### src/include/vdec_config.svh
//==============================
// vector decode configuration
// register, element, scalar and
// element index widths
//==============================
`ifndef VDEC_CONFIG_SVH
`define VDEC_CONFIG_SVH

// bits in one vector register
`define VDEC_VLEN 128

// element width seen by the lanes
`define VDEC_ELEN 32

// scalar register width
`define VDEC_XLEN 32

// element index width, also carries vl and vstart
`define VDEC_OFFSET_W 8

`endif

### src/design/vdec_types_pkg.sv
//==============================
// vector decode types
// field widths and decode enums
//==============================
`include "vdec_config.svh"

package vdec_types_pkg;

  // raw instruction word from fetch
  typedef logic [31:0] instr_t;
  typedef logic [`VDEC_XLEN-1:0] xlen_t;
  typedef logic [`VDEC_ELEN-1:0] elem_t;
  // element index, vl and vstart
  typedef logic [`VDEC_OFFSET_W-1:0] offset_t;
  typedef logic [4:0] vreg_t;

  // major opcode of all vector arithmetic
  typedef enum logic [6:0] {
    OPC_OP_V = 7'b1010111
  } opcode_t;

  // integer operand forms
  typedef enum logic [2:0] {
    F3_OPIVV = 3'b000,
    F3_OPIVI = 3'b011,
    F3_OPIVX = 3'b100
  } funct3_t;

  typedef enum logic [5:0] {
    F6_VADD       = 6'b000000,
    F6_VSUB       = 6'b000010,
    F6_VRGATHER   = 6'b001100,
    F6_VSLIDEUP   = 6'b001110,
    F6_VSLIDEDOWN = 6'b001111
  } funct6_t;

  // operation class handed to execute
  typedef enum logic [2:0] {
    VOP_ADD,
    VOP_SUB,
    VOP_SLIDEUP,
    VOP_SLIDEDOWN,
    VOP_RGATHER,
    VOP_ILLEGAL
  } vop_t;

  typedef enum logic [1:0] {
    SRC_VV,
    SRC_VX,
    SRC_VI
  } src_kind_t;

  // how vs2 read offsets are formed
  typedef enum logic [1:0] {
    VS2_NORMAL,
    VS2_IDX_PLUS_SHIFT,
    VS2_FROM_VS1
  } vs2_src_t;

  typedef enum logic {
    VD_NORMAL,
    VD_IDX_PLUS_SHIFT
  } vd_src_t;

endpackage

### src/design/vdec_bus_pkg.sv
//==============================
// vector decode buses
// structs between the decode
// blocks and their neighbours
//==============================

package vdec_bus_pkg;

  // csr values seen by decode
  typedef struct packed {
    vdec_types_pkg::offset_t vl;
    vdec_types_pkg::offset_t vstart;
  } vcsr_t;

  typedef struct packed {
    logic stall_dec;
    logic flush_dec;
  } hazard_ctrl_t;

  // decoded instruction held for the whole walk
  typedef struct packed {
    vdec_types_pkg::vop_t      op;
    vdec_types_pkg::vreg_t     vs1;
    vdec_types_pkg::vreg_t     vs2;
    vdec_types_pkg::vreg_t     vd;
    logic                      vm;
    logic [4:0]                imm5;
    vdec_types_pkg::src_kind_t src;
    vdec_types_pkg::vs2_src_t  vs2_src;
    vdec_types_pkg::vd_src_t   vd_src;
    logic                      active;
  } vop_ctrl_t;

  // two lanes per read where the vd offsets double as v0 lookup
  typedef struct packed {
    vdec_types_pkg::vreg_t   vs1;
    vdec_types_pkg::vreg_t   vs2;
    vdec_types_pkg::vreg_t   vd;
    vdec_types_pkg::offset_t vs1_offset0;
    vdec_types_pkg::offset_t vs1_offset1;
    vdec_types_pkg::offset_t vs2_offset0;
    vdec_types_pkg::offset_t vs2_offset1;
    vdec_types_pkg::offset_t woffset0;
    vdec_types_pkg::offset_t woffset1;
  } rf_read_req_t;

  typedef struct packed {
    vdec_types_pkg::elem_t vs1_data0;
    vdec_types_pkg::elem_t vs1_data1;
    vdec_types_pkg::elem_t vs2_data0;
    vdec_types_pkg::elem_t vs2_data1;
    logic                  v0_mask0;
    logic                  v0_mask1;
  } rf_read_rsp_t;

  // one micro-op toward execute
  typedef struct packed {
    logic                    valid;
    vdec_types_pkg::vop_t    aluop;
    vdec_types_pkg::vreg_t   vd;
    vdec_types_pkg::offset_t woffset0;
    vdec_types_pkg::offset_t woffset1;
    logic                    wen0;
    logic                    wen1;
    vdec_types_pkg::elem_t   vs1_lane0;
    vdec_types_pkg::elem_t   vs1_lane1;
    vdec_types_pkg::elem_t   vs2_lane0;
    vdec_types_pkg::elem_t   vs2_lane1;
    vdec_types_pkg::xlen_t   scalar;
    logic                    decode_done;
  } decode_exec_t;

endpackage

### src/design/vector_op_decoder.sv
//==============================
// vector op decoder
// holds one instruction and turns
// it into the control struct
//==============================
`timescale 1ns/1ps

module vector_op_decoder (
  input  logic                       CLK,
  input  logic                       nRST,
  input  vdec_types_pkg::instr_t     instr,
  input  logic                       instr_valid,
  output logic                       instr_ready,
  input  logic                       last,
  input  logic                       busy,
  input  vdec_bus_pkg::hazard_ctrl_t hz,
  output vdec_bus_pkg::vop_ctrl_t    ctrl
);

  typedef enum logic [1:0] {
    DEC_IDLE,
    DEC_DECODE,
    DEC_ISSUE
  } dec_state_t;

  dec_state_t              state_q;
  vdec_types_pkg::instr_t  instr_q;
  vdec_bus_pkg::vop_ctrl_t ctrl_q;
  vdec_bus_pkg::vop_ctrl_t dec;
  vdec_types_pkg::opcode_t opcode;
  vdec_types_pkg::funct3_t funct3;
  vdec_types_pkg::funct6_t funct6;
  logic                    f3_ok;
  logic                    accept;

  assign instr_ready = ~busy & (state_q == DEC_IDLE);
  assign accept      = instr_valid & instr_ready;

  assign opcode = vdec_types_pkg::opcode_t'(instr_q[6:0]);
  assign funct3 = vdec_types_pkg::funct3_t'(instr_q[14:12]);
  assign funct6 = vdec_types_pkg::funct6_t'(instr_q[31:26]);
  assign f3_ok  = (funct3 == vdec_types_pkg::F3_OPIVV) |
                  (funct3 == vdec_types_pkg::F3_OPIVX) |
                  (funct3 == vdec_types_pkg::F3_OPIVI);

  always_comb begin
    dec         = '0;
    dec.vs2     = instr_q[24:20];
    dec.vs1     = instr_q[19:15];
    dec.imm5    = instr_q[19:15];
    dec.vd      = instr_q[11:7];
    dec.vm      = instr_q[25];
    dec.active  = 1'b1;
    dec.op      = vdec_types_pkg::VOP_ILLEGAL;
    dec.vs2_src = vdec_types_pkg::VS2_NORMAL;
    dec.vd_src  = vdec_types_pkg::VD_NORMAL;
    case (funct3)
      vdec_types_pkg::F3_OPIVX: dec.src = vdec_types_pkg::SRC_VX;
      vdec_types_pkg::F3_OPIVI: dec.src = vdec_types_pkg::SRC_VI;
      default:                  dec.src = vdec_types_pkg::SRC_VV;
    endcase
    // only the integer forms of the kept ops are legal
    if ((opcode == vdec_types_pkg::OPC_OP_V) && f3_ok) begin
      case (funct6)
        vdec_types_pkg::F6_VADD: begin
          dec.op = vdec_types_pkg::VOP_ADD;
        end
        vdec_types_pkg::F6_VSUB: begin
          if (funct3 != vdec_types_pkg::F3_OPIVI) begin
            dec.op = vdec_types_pkg::VOP_SUB;
          end
        end
        vdec_types_pkg::F6_VSLIDEUP: begin
          if (funct3 != vdec_types_pkg::F3_OPIVV) begin
            dec.op     = vdec_types_pkg::VOP_SLIDEUP;
            dec.vd_src = vdec_types_pkg::VD_IDX_PLUS_SHIFT;
          end
        end
        vdec_types_pkg::F6_VSLIDEDOWN: begin
          if (funct3 != vdec_types_pkg::F3_OPIVV) begin
            dec.op      = vdec_types_pkg::VOP_SLIDEDOWN;
            dec.vs2_src = vdec_types_pkg::VS2_IDX_PLUS_SHIFT;
          end
        end
        vdec_types_pkg::F6_VRGATHER: begin
          if (funct3 == vdec_types_pkg::F3_OPIVV) begin
            dec.op      = vdec_types_pkg::VOP_RGATHER;
            dec.vs2_src = vdec_types_pkg::VS2_FROM_VS1;
          end
        end
        default: begin
          dec.op = vdec_types_pkg::VOP_ILLEGAL;
        end
      endcase
    end
  end

  // instruction word only
  always_ff @(posedge CLK) begin
    if (accept) begin
      instr_q <= instr;
    end
  end

  // one cycle to decode, then issue until the last pair leaves
  always_ff @(posedge CLK or negedge nRST) begin
    if (!nRST) begin
      state_q <= DEC_IDLE;
      ctrl_q  <= '0;
    end else begin
      case (state_q)
        DEC_IDLE: begin
          if (accept) begin
            state_q <= DEC_DECODE;
          end
        end
        DEC_DECODE: begin
          if (hz.flush_dec) begin
            state_q <= DEC_IDLE;
          end else begin
            state_q <= DEC_ISSUE;
            ctrl_q  <= dec;
          end
        end
        DEC_ISSUE: begin
          if (hz.flush_dec || (last && !hz.stall_dec)) begin
            state_q       <= DEC_IDLE;
            ctrl_q.active <= 1'b0;
          end
        end
        default: begin
          state_q       <= DEC_IDLE;
          ctrl_q.active <= 1'b0;
        end
      endcase
    end
  end

  assign ctrl = ctrl_q;

endmodule

### src/design/element_counter.sv
//==============================
// element counter
// walks element pairs from
// vstart up to vl
//==============================
`timescale 1ns/1ps
`include "vdec_config.svh"

module element_counter (
  input  logic                       CLK,
  input  logic                       nRST,
  input  vdec_bus_pkg::vop_ctrl_t    ctrl,
  input  vdec_bus_pkg::vcsr_t        csr,
  input  vdec_bus_pkg::hazard_ctrl_t hz,
  output vdec_types_pkg::offset_t    idx,
  output logic                       last,
  output logic                       busy
);

  vdec_types_pkg::offset_t idx_q;
  logic [`VDEC_OFFSET_W:0] idx_plus2;
  logic                    empty;

  // one extra bit so the compare survives wrap
  assign idx_plus2 = {1'b0, idx_q} + 2;

  // one micro-op still goes out with nothing to walk
  assign empty = (csr.vstart >= csr.vl);

  assign last = ctrl.active & ((idx_plus2 >= {1'b0, csr.vl}) | empty |
                               (ctrl.op == vdec_types_pkg::VOP_ILLEGAL));
  assign busy = ctrl.active;
  assign idx  = idx_q;

  // idle counter tracks vstart so the first pair is ready at issue
  always_ff @(posedge CLK or negedge nRST) begin
    if (!nRST) begin
      idx_q <= '0;
    end else if (!ctrl.active) begin
      idx_q <= csr.vstart;
    end else if (!hz.stall_dec) begin
      idx_q <= idx_plus2[`VDEC_OFFSET_W-1:0];
    end
  end

  // vl and vstart have to hold still while a walk is in flight
  a_idx_in_range: assert property (@(posedge CLK) disable iff (!nRST)
    (busy && !empty) |-> ({1'b0, idx_q} <= ({1'b0, csr.vl} + 1)))
    else $error("element index ran past vl");

  // largest legal vl is VLEN, at 8-bit elements and lmul 8
  a_vl_fits: assert property (@(posedge CLK) disable iff (!nRST)
    busy |-> (csr.vl <= `VDEC_VLEN))
    else $error("vl exceeds VLMAX");

endmodule

### src/design/operand_offset_gen.sv
//==============================
// operand offset generator
// read and write offsets, masks
// and write enables per pair
//==============================
`timescale 1ns/1ps
`include "vdec_config.svh"

module operand_offset_gen (
  input  vdec_bus_pkg::vop_ctrl_t    ctrl,
  input  vdec_types_pkg::offset_t    idx,
  input  vdec_types_pkg::xlen_t      xs1,
  input  vdec_bus_pkg::vcsr_t        csr,
  output vdec_bus_pkg::rf_read_req_t rf_req,
  input  vdec_bus_pkg::rf_read_rsp_t rf_rsp,
  output vdec_bus_pkg::decode_exec_t lanes
);

  vdec_types_pkg::xlen_t shift;
  vdec_types_pkg::xlen_t scalar_op;
  logic [`VDEC_XLEN:0]   idx_w;
  logic [`VDEC_XLEN:0]   idx1_w;
  logic [`VDEC_XLEN:0]   slide_w;
  logic [`VDEC_XLEN:0]   slide1_w;
  logic [`VDEC_XLEN:0]   wr0_w;
  logic [`VDEC_XLEN:0]   wr1_w;
  logic [`VDEC_XLEN:0]   vl_w;
  logic [`VDEC_XLEN:0]   vstart_w;
  logic                  mask0;
  logic                  mask1;
  logic                  legal;
  logic                  is_slide;

  // offsets are formed wide so a large xs1 cannot wrap into range
  assign idx_w    = {{(`VDEC_XLEN + 1 - `VDEC_OFFSET_W){1'b0}}, idx};
  assign vl_w     = {{(`VDEC_XLEN + 1 - `VDEC_OFFSET_W){1'b0}}, csr.vl};
  assign vstart_w = {{(`VDEC_XLEN + 1 - `VDEC_OFFSET_W){1'b0}}, csr.vstart};

  always_comb begin
    case (ctrl.src)
      vdec_types_pkg::SRC_VX: begin
        shift     = xs1;
        scalar_op = xs1;
      end
      vdec_types_pkg::SRC_VI: begin
        // slides take uimm5, arithmetic takes simm5
        shift     = {{(`VDEC_XLEN - 5){1'b0}}, ctrl.imm5};
        scalar_op = {{(`VDEC_XLEN - 5){ctrl.imm5[4]}}, ctrl.imm5};
      end
      default: begin
        shift     = '0;
        scalar_op = '0;
      end
    endcase
  end

  assign idx1_w   = idx_w + 1;
  assign slide_w  = idx_w + {1'b0, shift};
  assign slide1_w = slide_w + 1;

  assign wr0_w = (ctrl.vd_src == vdec_types_pkg::VD_IDX_PLUS_SHIFT) ? slide_w : idx_w;
  assign wr1_w = (ctrl.vd_src == vdec_types_pkg::VD_IDX_PLUS_SHIFT) ? slide1_w : idx1_w;

  assign is_slide = (ctrl.op == vdec_types_pkg::VOP_SLIDEUP) |
                    (ctrl.op == vdec_types_pkg::VOP_SLIDEDOWN);
  assign legal    = (ctrl.op != vdec_types_pkg::VOP_ILLEGAL);

  // vm set means unmasked
  assign mask0 = ctrl.vm | rf_rsp.v0_mask0;
  assign mask1 = ctrl.vm | rf_rsp.v0_mask1;

  always_comb begin
    rf_req             = '0;
    rf_req.vs1         = ctrl.vs1;
    rf_req.vs2         = ctrl.vs2;
    rf_req.vd          = ctrl.vd;
    rf_req.vs1_offset0 = idx;
    rf_req.vs1_offset1 = idx1_w[`VDEC_OFFSET_W-1:0];
    rf_req.woffset0    = wr0_w[`VDEC_OFFSET_W-1:0];
    rf_req.woffset1    = wr1_w[`VDEC_OFFSET_W-1:0];
    case (ctrl.vs2_src)
      vdec_types_pkg::VS2_IDX_PLUS_SHIFT: begin
        rf_req.vs2_offset0 = slide_w[`VDEC_OFFSET_W-1:0];
        rf_req.vs2_offset1 = slide1_w[`VDEC_OFFSET_W-1:0];
      end
      vdec_types_pkg::VS2_FROM_VS1: begin
        // gather indices come straight from the vs1 read
        rf_req.vs2_offset0 = rf_rsp.vs1_data0[`VDEC_OFFSET_W-1:0];
        rf_req.vs2_offset1 = rf_rsp.vs1_data1[`VDEC_OFFSET_W-1:0];
      end
      default: begin
        rf_req.vs2_offset0 = idx;
        rf_req.vs2_offset1 = idx1_w[`VDEC_OFFSET_W-1:0];
      end
    endcase
  end

  always_comb begin
    lanes           = '0;
    lanes.aluop     = ctrl.op;
    lanes.vd        = ctrl.vd;
    lanes.woffset0  = wr0_w[`VDEC_OFFSET_W-1:0];
    lanes.woffset1  = wr1_w[`VDEC_OFFSET_W-1:0];
    lanes.wen0      = mask0 & (wr0_w < vl_w) & (wr0_w >= vstart_w) & legal;
    lanes.wen1      = mask1 & (wr1_w < vl_w) & (wr1_w >= vstart_w) & legal;
    lanes.vs2_lane0 = rf_rsp.vs2_data0;
    lanes.vs2_lane1 = rf_rsp.vs2_data1;
    lanes.scalar    = is_slide ? shift : scalar_op;
    case (ctrl.src)
      vdec_types_pkg::SRC_VX: begin
        lanes.vs1_lane0 = vdec_types_pkg::elem_t'(xs1);
        lanes.vs1_lane1 = vdec_types_pkg::elem_t'(xs1);
      end
      vdec_types_pkg::SRC_VI: begin
        lanes.vs1_lane0 = {{(`VDEC_ELEN - 5){ctrl.imm5[4]}}, ctrl.imm5};
        lanes.vs1_lane1 = {{(`VDEC_ELEN - 5){ctrl.imm5[4]}}, ctrl.imm5};
      end
      default: begin
        lanes.vs1_lane0 = rf_rsp.vs1_data0;
        lanes.vs1_lane1 = rf_rsp.vs1_data1;
      end
    endcase
  end

endmodule

### src/design/decode_execute_latch.sv
//==============================
// decode to execute register
// one micro-op, stall and flush
//==============================
`timescale 1ns/1ps

module decode_execute_latch (
  input  logic                       CLK,
  input  logic                       nRST,
  input  vdec_bus_pkg::hazard_ctrl_t hz,
  input  vdec_bus_pkg::vop_ctrl_t    ctrl,
  input  logic                       last,
  input  vdec_bus_pkg::decode_exec_t lanes,
  output vdec_bus_pkg::decode_exec_t ex
);

  vdec_bus_pkg::decode_exec_t uop;

  // lanes arrive without valid and done
  always_comb begin
    uop             = lanes;
    uop.valid       = ctrl.active;
    uop.decode_done = last;
  end

  always_ff @(posedge CLK or negedge nRST) begin
    if (!nRST) begin
      ex <= '0;
    end else if (hz.flush_dec) begin
      ex <= '0;
    end else if (!hz.stall_dec) begin
      // idle cycles drain to an all-zero bubble
      if (ctrl.active) begin
        ex <= uop;
      end else begin
        ex <= '0;
      end
    end
  end

  // a flushed instruction must not leak a micro-op into execute
  // one edge later the decoder has dropped it as well
  a_flush_kills_ex: assert property (@(posedge CLK) disable iff (!nRST)
    (hz.flush_dec || $past(hz.flush_dec)) |=> !ex.valid)
    else $error("micro-op survived a flush");

endmodule

### src/design/rv32v_decode_stage.sv
//==============================
// rv32v decode stage
// decodes one vector op and
// issues two lanes per cycle
//==============================
`timescale 1ns/1ps

module rv32v_decode_stage (
  input  logic                       CLK,
  input  logic                       nRST,
  input  vdec_types_pkg::instr_t     instr,
  input  logic                       instr_valid,
  output logic                       instr_ready,
  input  vdec_types_pkg::xlen_t      xs1,
  input  vdec_bus_pkg::vcsr_t        csr,
  input  vdec_bus_pkg::hazard_ctrl_t hz,
  output vdec_bus_pkg::rf_read_req_t rf_req,
  input  vdec_bus_pkg::rf_read_rsp_t rf_rsp,
  output vdec_bus_pkg::decode_exec_t ex
);

  vdec_bus_pkg::vop_ctrl_t    ctrl;
  vdec_types_pkg::offset_t    idx;
  logic                       last;
  logic                       busy;
  vdec_bus_pkg::decode_exec_t lanes;

  vector_op_decoder u_vector_op_decoder (
    .CLK         (CLK),
    .nRST        (nRST),
    .instr       (instr),
    .instr_valid (instr_valid),
    .instr_ready (instr_ready),
    .last        (last),
    .busy        (busy),
    .hz          (hz),
    .ctrl        (ctrl)
  );

  element_counter u_element_counter (
    .CLK  (CLK),
    .nRST (nRST),
    .ctrl (ctrl),
    .csr  (csr),
    .hz   (hz),
    .idx  (idx),
    .last (last),
    .busy (busy)
  );

  // register file answers in the same cycle
  operand_offset_gen u_operand_offset_gen (
    .ctrl   (ctrl),
    .idx    (idx),
    .xs1    (xs1),
    .csr    (csr),
    .rf_req (rf_req),
    .rf_rsp (rf_rsp),
    .lanes  (lanes)
  );

  decode_execute_latch u_decode_execute_latch (
    .CLK   (CLK),
    .nRST  (nRST),
    .hz    (hz),
    .ctrl  (ctrl),
    .last  (last),
    .lanes (lanes),
    .ex    (ex)
  );

endmodule

### config.mk
export PLATFORM = sky130hd
export DESIGN_NAME = rv32v_decode_stage
export DESIGN_NICKNAME = d
export VERILOG_FILES = /design/src/design/vdec_types_pkg.sv /design/src/design/vdec_bus_pkg.sv /design/src/design/vector_op_decoder.sv /design/src/design/element_counter.sv /design/src/design/operand_offset_gen.sv /design/src/design/decode_execute_latch.sv /design/src/design/rv32v_decode_stage.sv
export VERILOG_INCLUDE_DIRS = /design/src /design/src/include
export SDC_FILE = /design/constraint.sdc
export NUM_CORES = 1
export LEC_CHECK = 0
export BUFFER_PORTS_ARGS = -buffer_cell sky130_fd_sc_hd__buf_2
export CORE_AREA = 2 2 182 184
export DETAILED_ROUTE_END_ITERATION = 12
export DIE_AREA = 0 0 184 186
export PLACE_DENSITY = 0.73
export SYNTH_ARGS = -nofsm -noshare
export SYNTH_HDL_FRONTEND = slang
export SYNTH_SLANG_ARGS = --single-unit
### constraint.sdc
create_clock -name CLK -period 9.1 [get_ports CLK]
set_clock_uncertainty 0.1 [all_clocks]
set_input_delay 0.91 -clock CLK [delete_from_list [all_inputs] [get_ports CLK]]
set_output_delay 0.91 -clock CLK [all_outputs]
set_load 0.02 [all_outputs]
Word-level counts from Yosys, hierarchy flattened:

Index checks and enable logic that the tools add are counted.

* order comparisons: 6
* equality and inequality tests: 23
* bitwise operators: 19
* mux-type cells: 32
* add/sub/neg operators: 4
* reduce and logical (&&, ||, !) cells: 11

Operators with widths (count)
* $mux 188: 3
* $pmux 32 s2: 2
* $pmux 64 s2: 1
* $ge 33x8->1: 2
* $lt 33x8->1: 2
* $mux 33: 2
* $add 33x1->33 const B: 1
* $add 8x32->33: 1
* $mux 32: 1
* $pmux 16 s2: 1
* $eq 6x4->1 const B: 3
* $mux 8: 2
* $mux 3: 5
* $pmux 3 s5: 1
* $add 8x1->9 const B: 1
* $add 8x2->9 const B: 1
* $and 1x1->1: 9
* $eq 3x2->1 const B: 3
* $ge 9x8->1: 1
* $ge 8x8->1: 1
* $mux 2: 4
* $pmux 2 s2: 2
* $eq 7x7->1 const B: 1
* $or 1x1->1: 7
* other kinds (21): 38

* logic and storage cells: 120
* flip-flop bits (word level): 255
* output and inout bits: 252
* input port bits: 215

Logic depth before layout (Yosys ltp):

* word-level depth: 12
* gate-level depth with buffers: 24
* depth with buffers taken out: 21

Cells and area by module:

From an unflattened synthesis, not the netlist that was laid out.

* cell total of the unflattened synthesis: 1556
* area total of the unflattened synthesis: 15507.4 µm²

By module, submodules not included
* decode_execute_latch: area an instance 7019.2 µm², instances 1, seq. area each 4704.5 µm², cells an instance 444
* operand_offset_gen: area an instance 5412.7 µm², instances 1, seq. area each 0.0 µm², cells an instance 836
* vector_op_decoder: area an instance 2205.9 µm², instances 1, seq. area each 1636.6 µm², cells an instance 171
* element_counter: area an instance 869.6 µm², instances 1, seq. area each 200.2 µm², cells an instance 105

Worst setup path before layout:

No wires, ideal clock.

* path type: flip-flop to flip-flop
* start: register u_vector_op_decoder.ctrl_q, in the netlist u_vector_op_decoder.ctrl[4]
* end: register, netlist name u_decode_execute_latch.ex[161]
* data arrival time: 5.217 ns
* clock period less this slack: 5.393 ns
* cell stages (with the launch flop): 23
* buffers on the path: 2
* setup time: 0.076 ns
* data required time: 8.924 ns
* path slack: 3.707 ns
* cells stage by stage: dfrtp_1 ha_1 clkbuf_1 clkbuf_1 a22oi_1 nor2_1 ha_1 fa_1 a211oi_1 o21ai_0 xor2_1 nand4_1 xor2_1 nand2_1 nand2_1 ha_1 o22ai_1 or4_1 a211oi_1 nand3b_1 a221oi_1 nand4_1 o21ai_1

RTL lines
* from (decl): RTL line vector_op_decoder.sv:28 `vdec_bus_pkg::vop_ctrl_t ctrl_q;`

Worst setup path in the final report:

* start: register u_vector_op_decoder.ctrl_q, in the netlist u_vector_op_decoder.ctrl[5]
* end: register, netlist name u_decode_execute_latch.ex[161]

* cells in the longest elaborated chain, start to end: 12
* elaborated cells between the ends (all ways): 14
* classes of those cells: 2 x add/sub; 2 x order compare; 2 x eq/ne; 5 x mux; 3 x bitwise

Ends and longest elaborated chain
* $eq 2x2->1 or $eq 2x1->1 (tied branches): RTL line operand_offset_gen.sv:40 `case (ctrl.src)`
* $pmux 32 s2 (*): RTL line operand_offset_gen.sv:40
* $add 8x32->33 (*): RTL line operand_offset_gen.sv:58 `assign slide_w = idx_w + {1'b0, shift};`
* $add 33x1->33 (*): RTL line operand_offset_gen.sv:59 `assign slide1_w = slide_w + 1;`
* $mux 33 (*): RTL line operand_offset_gen.sv:62 `assign wr1_w = (ctrl.vd_src == vdec_types_pkg::VD_IDX_PLUS_SHIFT) ? slide1_w : idx1_w;`
* $lt 33x8->1: RTL line operand_offset_gen.sv:105 `lanes.wen1 = mask1 & (wr1_w < vl_w) & (wr1_w >= vstart_w) & legal;`
* $and 1x1->1: RTL line operand_offset_gen.sv:105
* $and 1x1->1 (*) (2 in series): RTL line operand_offset_gen.sv:105
* $mux 188 (*): RTL line decode_execute_latch.sv:33 `if (ctrl.active) begin`
* $mux 188 (*): RTL line decode_execute_latch.sv:31 `end else if (!hz.stall_dec) begin`
* $mux 188 (*): RTL line decode_execute_latch.sv:29 `end else if (hz.flush_dec) begin`

Every way passes the cells marked *; elsewhere a longest branch is shown, timed or not. The select of a mux whose other input is x is not followed.
A chain may end at the register's enable or synchronous reset.

==> impl_metrics.json <==
{
  "synth.cell_area_sq_um": 13800,
  "drive_gt1_frac": 0.294,
  "worst_setup_path_end_kind": "flop",
  "cts_buffer_depth": 3,
  "drtIter0Drc": 989,
  "num_io_pins": 467,
  "critPathMaxStageDelay_ns": 0.54,
  "start_util": 0.427,
  "rsz0062_at_grt": "no",
  "drv_cap": 0,
  "grt_overflow_total": 0,
  "drc": 0,
  "synth-edff-count": 32,
  "max_freq_ghz": 0.168,
  "slowest_stage": "a211oi_1",
  "post-route-period-util": 0.655,
  "synth_flop_cell": "dfrtp_1",
  "clock_tree.root_cell": "clkbuf_16",
  "setup_viol": 0,
  "hold_viol": 0,
  "worst_r2r_path_depth": 22,
  "syn_area_per_cell_sq_um": 9.34,
  "finalSetupTns_ns": 0,
  "place_congestion": 0.888,
  "grt_max_degree": 101,
  "synth_nets": 1750,
  "dpl.hpwl_um": 35900,
  "p_leak_uw": 0.00879,
  "numPortBuffers": 466,
  "netlist.area_leader.share": 0.405,
  "clk_latency_ns": 0.57,
  "path_max_fanout": 69,
  "worst_slew_pin_slew_ns": 1.09,
  "wl_per_cell_um": 20.6,
  "ys_ff_latch": 255,
  "peakVddDrop_mv": 0.302,
  "cp-start-kind": "flop",
  "ant_nets": 0,
  "yosysMostFrequentCell": "nand2_1",
  "r2r_slack_ns": 3.14,
  "pre_cts_slack_ns": 3.13,
  "crit_chain": "inv_1 > ha_2 > buf_4 > a22oi_1 > nor2_1 > ha_1 > fa_1 > a211oi_1 > o21ai_0 > xor2_1 > nand4_1 > xor2_1 > nand2_1 > nand2_1 > ha_1 > o22ai_1 > or4_1 > a211oi_1 > nand3b_1 > a221oi_1 > nand4_1 > o21ai_1",
  "async_reset_ff_frac": 0.875,
  "r2r_end": "u_decode_execute_latch.ex[161]$_DFFE_PN0P_",
  "crit_type": "flop to flop",
  "cts_made_buffers": 29,
  "post_cts_resized": 0,
  "die_area_sq_um": 34200,
  "cts_tree": "done",
  "clock_sinks": 255,
  "num_vias": 12900,
  "grt_pass1_vias": 12500,
  "p_per_area_nw_per_um2": 290,
  "post_cts.repair.setup_buffers": 0,
  "die_h_um": 186,
  "critPathRequiredTime_ns": 9.50,
  "max-slew-margin-rel": 0.275,
  "synthCells": 1473,
  "min-delay-path-class": "input pin to asynchronous set/reset pin",
  "vias_per_cell": 5.59,
  "drt_wl_total_um": 47700,
  "synth_area_leaders": "dfrtp_1 41%, nand2_1 8.5%, edfxtp_1 7.0%",
  "num-nets-final": 2153,
  "grt_pass1_wl_um": 71500,
  "worstPathArrival_ns": 6.35,
  "dr.pass1.iters": 5,
  "htreeDepth": 1,
  "clk_pin_slew_ns": 0.06,
  "fin_util": 0.535,
  "ys_top_cells_by_count": "311 x nand2_1, 223 x dfrtp_1, 134 x o21ai_0",
  "fin_crit_ns": 5.96,
  "whs_ns": 0.279,
  "maxSlewViolCount": 0,
  "die_w_um": 184,
  "p_total_uw": 5010,
  "ys_warn_count": 0,
  "std_cell_rows": 66,
  "track_usage": 0.269,
  "yosysTopAreaCell": "dfrtp_1",
  "status": "completed",
  "core_area_sq_um": 32200,
  "setup_slack_ns": 3.14,
  "antenna_found_initial": 5,
  "yosysSeqAreaShare": 0.475,
  "hold_buffers": 0,
  "syn_to_final_growth_pct": 25.3,
  "r2r-start": "u_vector_op_decoder.ctrl[5]$_DFFE_PN0P_",
  "synth.distinct_cells": 76
}
## how the worst max path moves through the flow
stage	startpoint	to	slack, ns
2_1_floorplan	u_vector_op_decoder.ctrl[4]$_DFFE_PN0P_	u_decode_execute_latch.ex[161]$_DFFE_PN0P_	3.71
3_3_place_gp	xs1[0]	u_decode_execute_latch.ex[161]$_DFFE_PN0P_	3.39
3_5_place_dp	xs1[0]	u_decode_execute_latch.ex[161]$_DFFE_PN0P_	3.13
4_1_cts	u_vector_op_decoder.ctrl[5]$_DFFE_PN0P_	u_decode_execute_latch.ex[161]$_DFFE_PN0P_	3.13
5_1_grt	u_vector_op_decoder.ctrl[5]$_DFFE_PN0P_	u_decode_execute_latch.ex[161]$_DFFE_PN0P_	2.50
6_report	u_vector_op_decoder.ctrl[5]$_DFFE_PN0P_	u_decode_execute_latch.ex[161]$_DFFE_PN0P_	3.14
## area by class of cell
| type | instances | area, sq um |
|---|---|---|
| inverter | 34 | 128 |
| fill | 2970 | 15000 |
| multi-input combinational | 1077 | 6660 |
| clock inverter | 13 | 131 |
| antenna | 3 | 7.51 |
| clock buffer | 41 | 831 |
| timing repair buffer | 479 | 2440 |
| sequential | 255 | 6540 |
| tap | 408 | 510 |
## registers in the layout (all words and copies together) (netlist names)
signal	count
u_element_counter.idx	8
u_vector_op_decoder.state_q	2
u_vector_op_decoder.ctrl	25
u_vector_op_decoder.instr_q	32
u_decode_execute_latch.ex	188
## cells by family after synthesis
family / share of synthesized area
AND/OR/NAND/NOR: 0.177
AO/OA/AOI/OAI: 0.198
flip-flops: 0.475
buffers and inverters: 0.0434
adder cells (fa/ha/maj): 0.0569
XOR/XNOR: 0.0344
multiplexers: 0.0147
## stage by stage
stage | cell area [sq um] | cells
2_1_floorplan | 13800 | 1473
4_1_cts | 17200 | 2307
3_3_place_gp | 16300 | 2253
3_5_place_dp | 16300 | 2253
5_1_grt | 17200 | 2309
6_report | 17200 | 2310
## where the power goes
group          switching, uW  internal, uW
clock network            484           693
logic                   1550           735
registers                186          1360
total                   2220          2790
## layout by cell type, fill, tap and decap left out, drive strengths merged, types with 11 or more instances in the layout
| cell | n |
|---|---|
| edfxtp | 32 |
| xor2 | 18 |
| clkbuf | 41 |
| a22o | 86 |
| nand3 | 27 |
| nor3 | 24 |
| nand2 | 311 |
| nor2b | 11 |
| ha | 61 |
| o21ai | 136 |
| a22oi | 16 |
| a21oi | 95 |
| a211oi | 12 |
| a21o | 14 |
| buf | 479 |
| clkinv | 11 |
| nand4 | 18 |
| xnor2 | 36 |
| nor2 | 55 |
| dfrtp | 223 |
| inv | 34 |
## worst max-delay path: cells and delay by family, from the launching register on
family	cells	cell delay, ns
AO/OA/AOI/OAI	7	1.98
AND/OR/NAND/NOR	7	1.32
adder cells (fa/ha/maj)	4	1.12
XOR/XNOR	2	0.62
flip-flops	1	0.37
buffers and inverters	2	0.35
## metal layers
layer  GRT usage  vias to the layer above  part of all wire
li1            -                     6058                 -
met1       0.337                     6238              0.40
met2       0.457                      508              0.49
met3      0.0663                       97             0.079
met4      0.0861                        4             0.034
met5           0                        -           0.00048
Note: power is estimated with default switching activity, not from simulation.
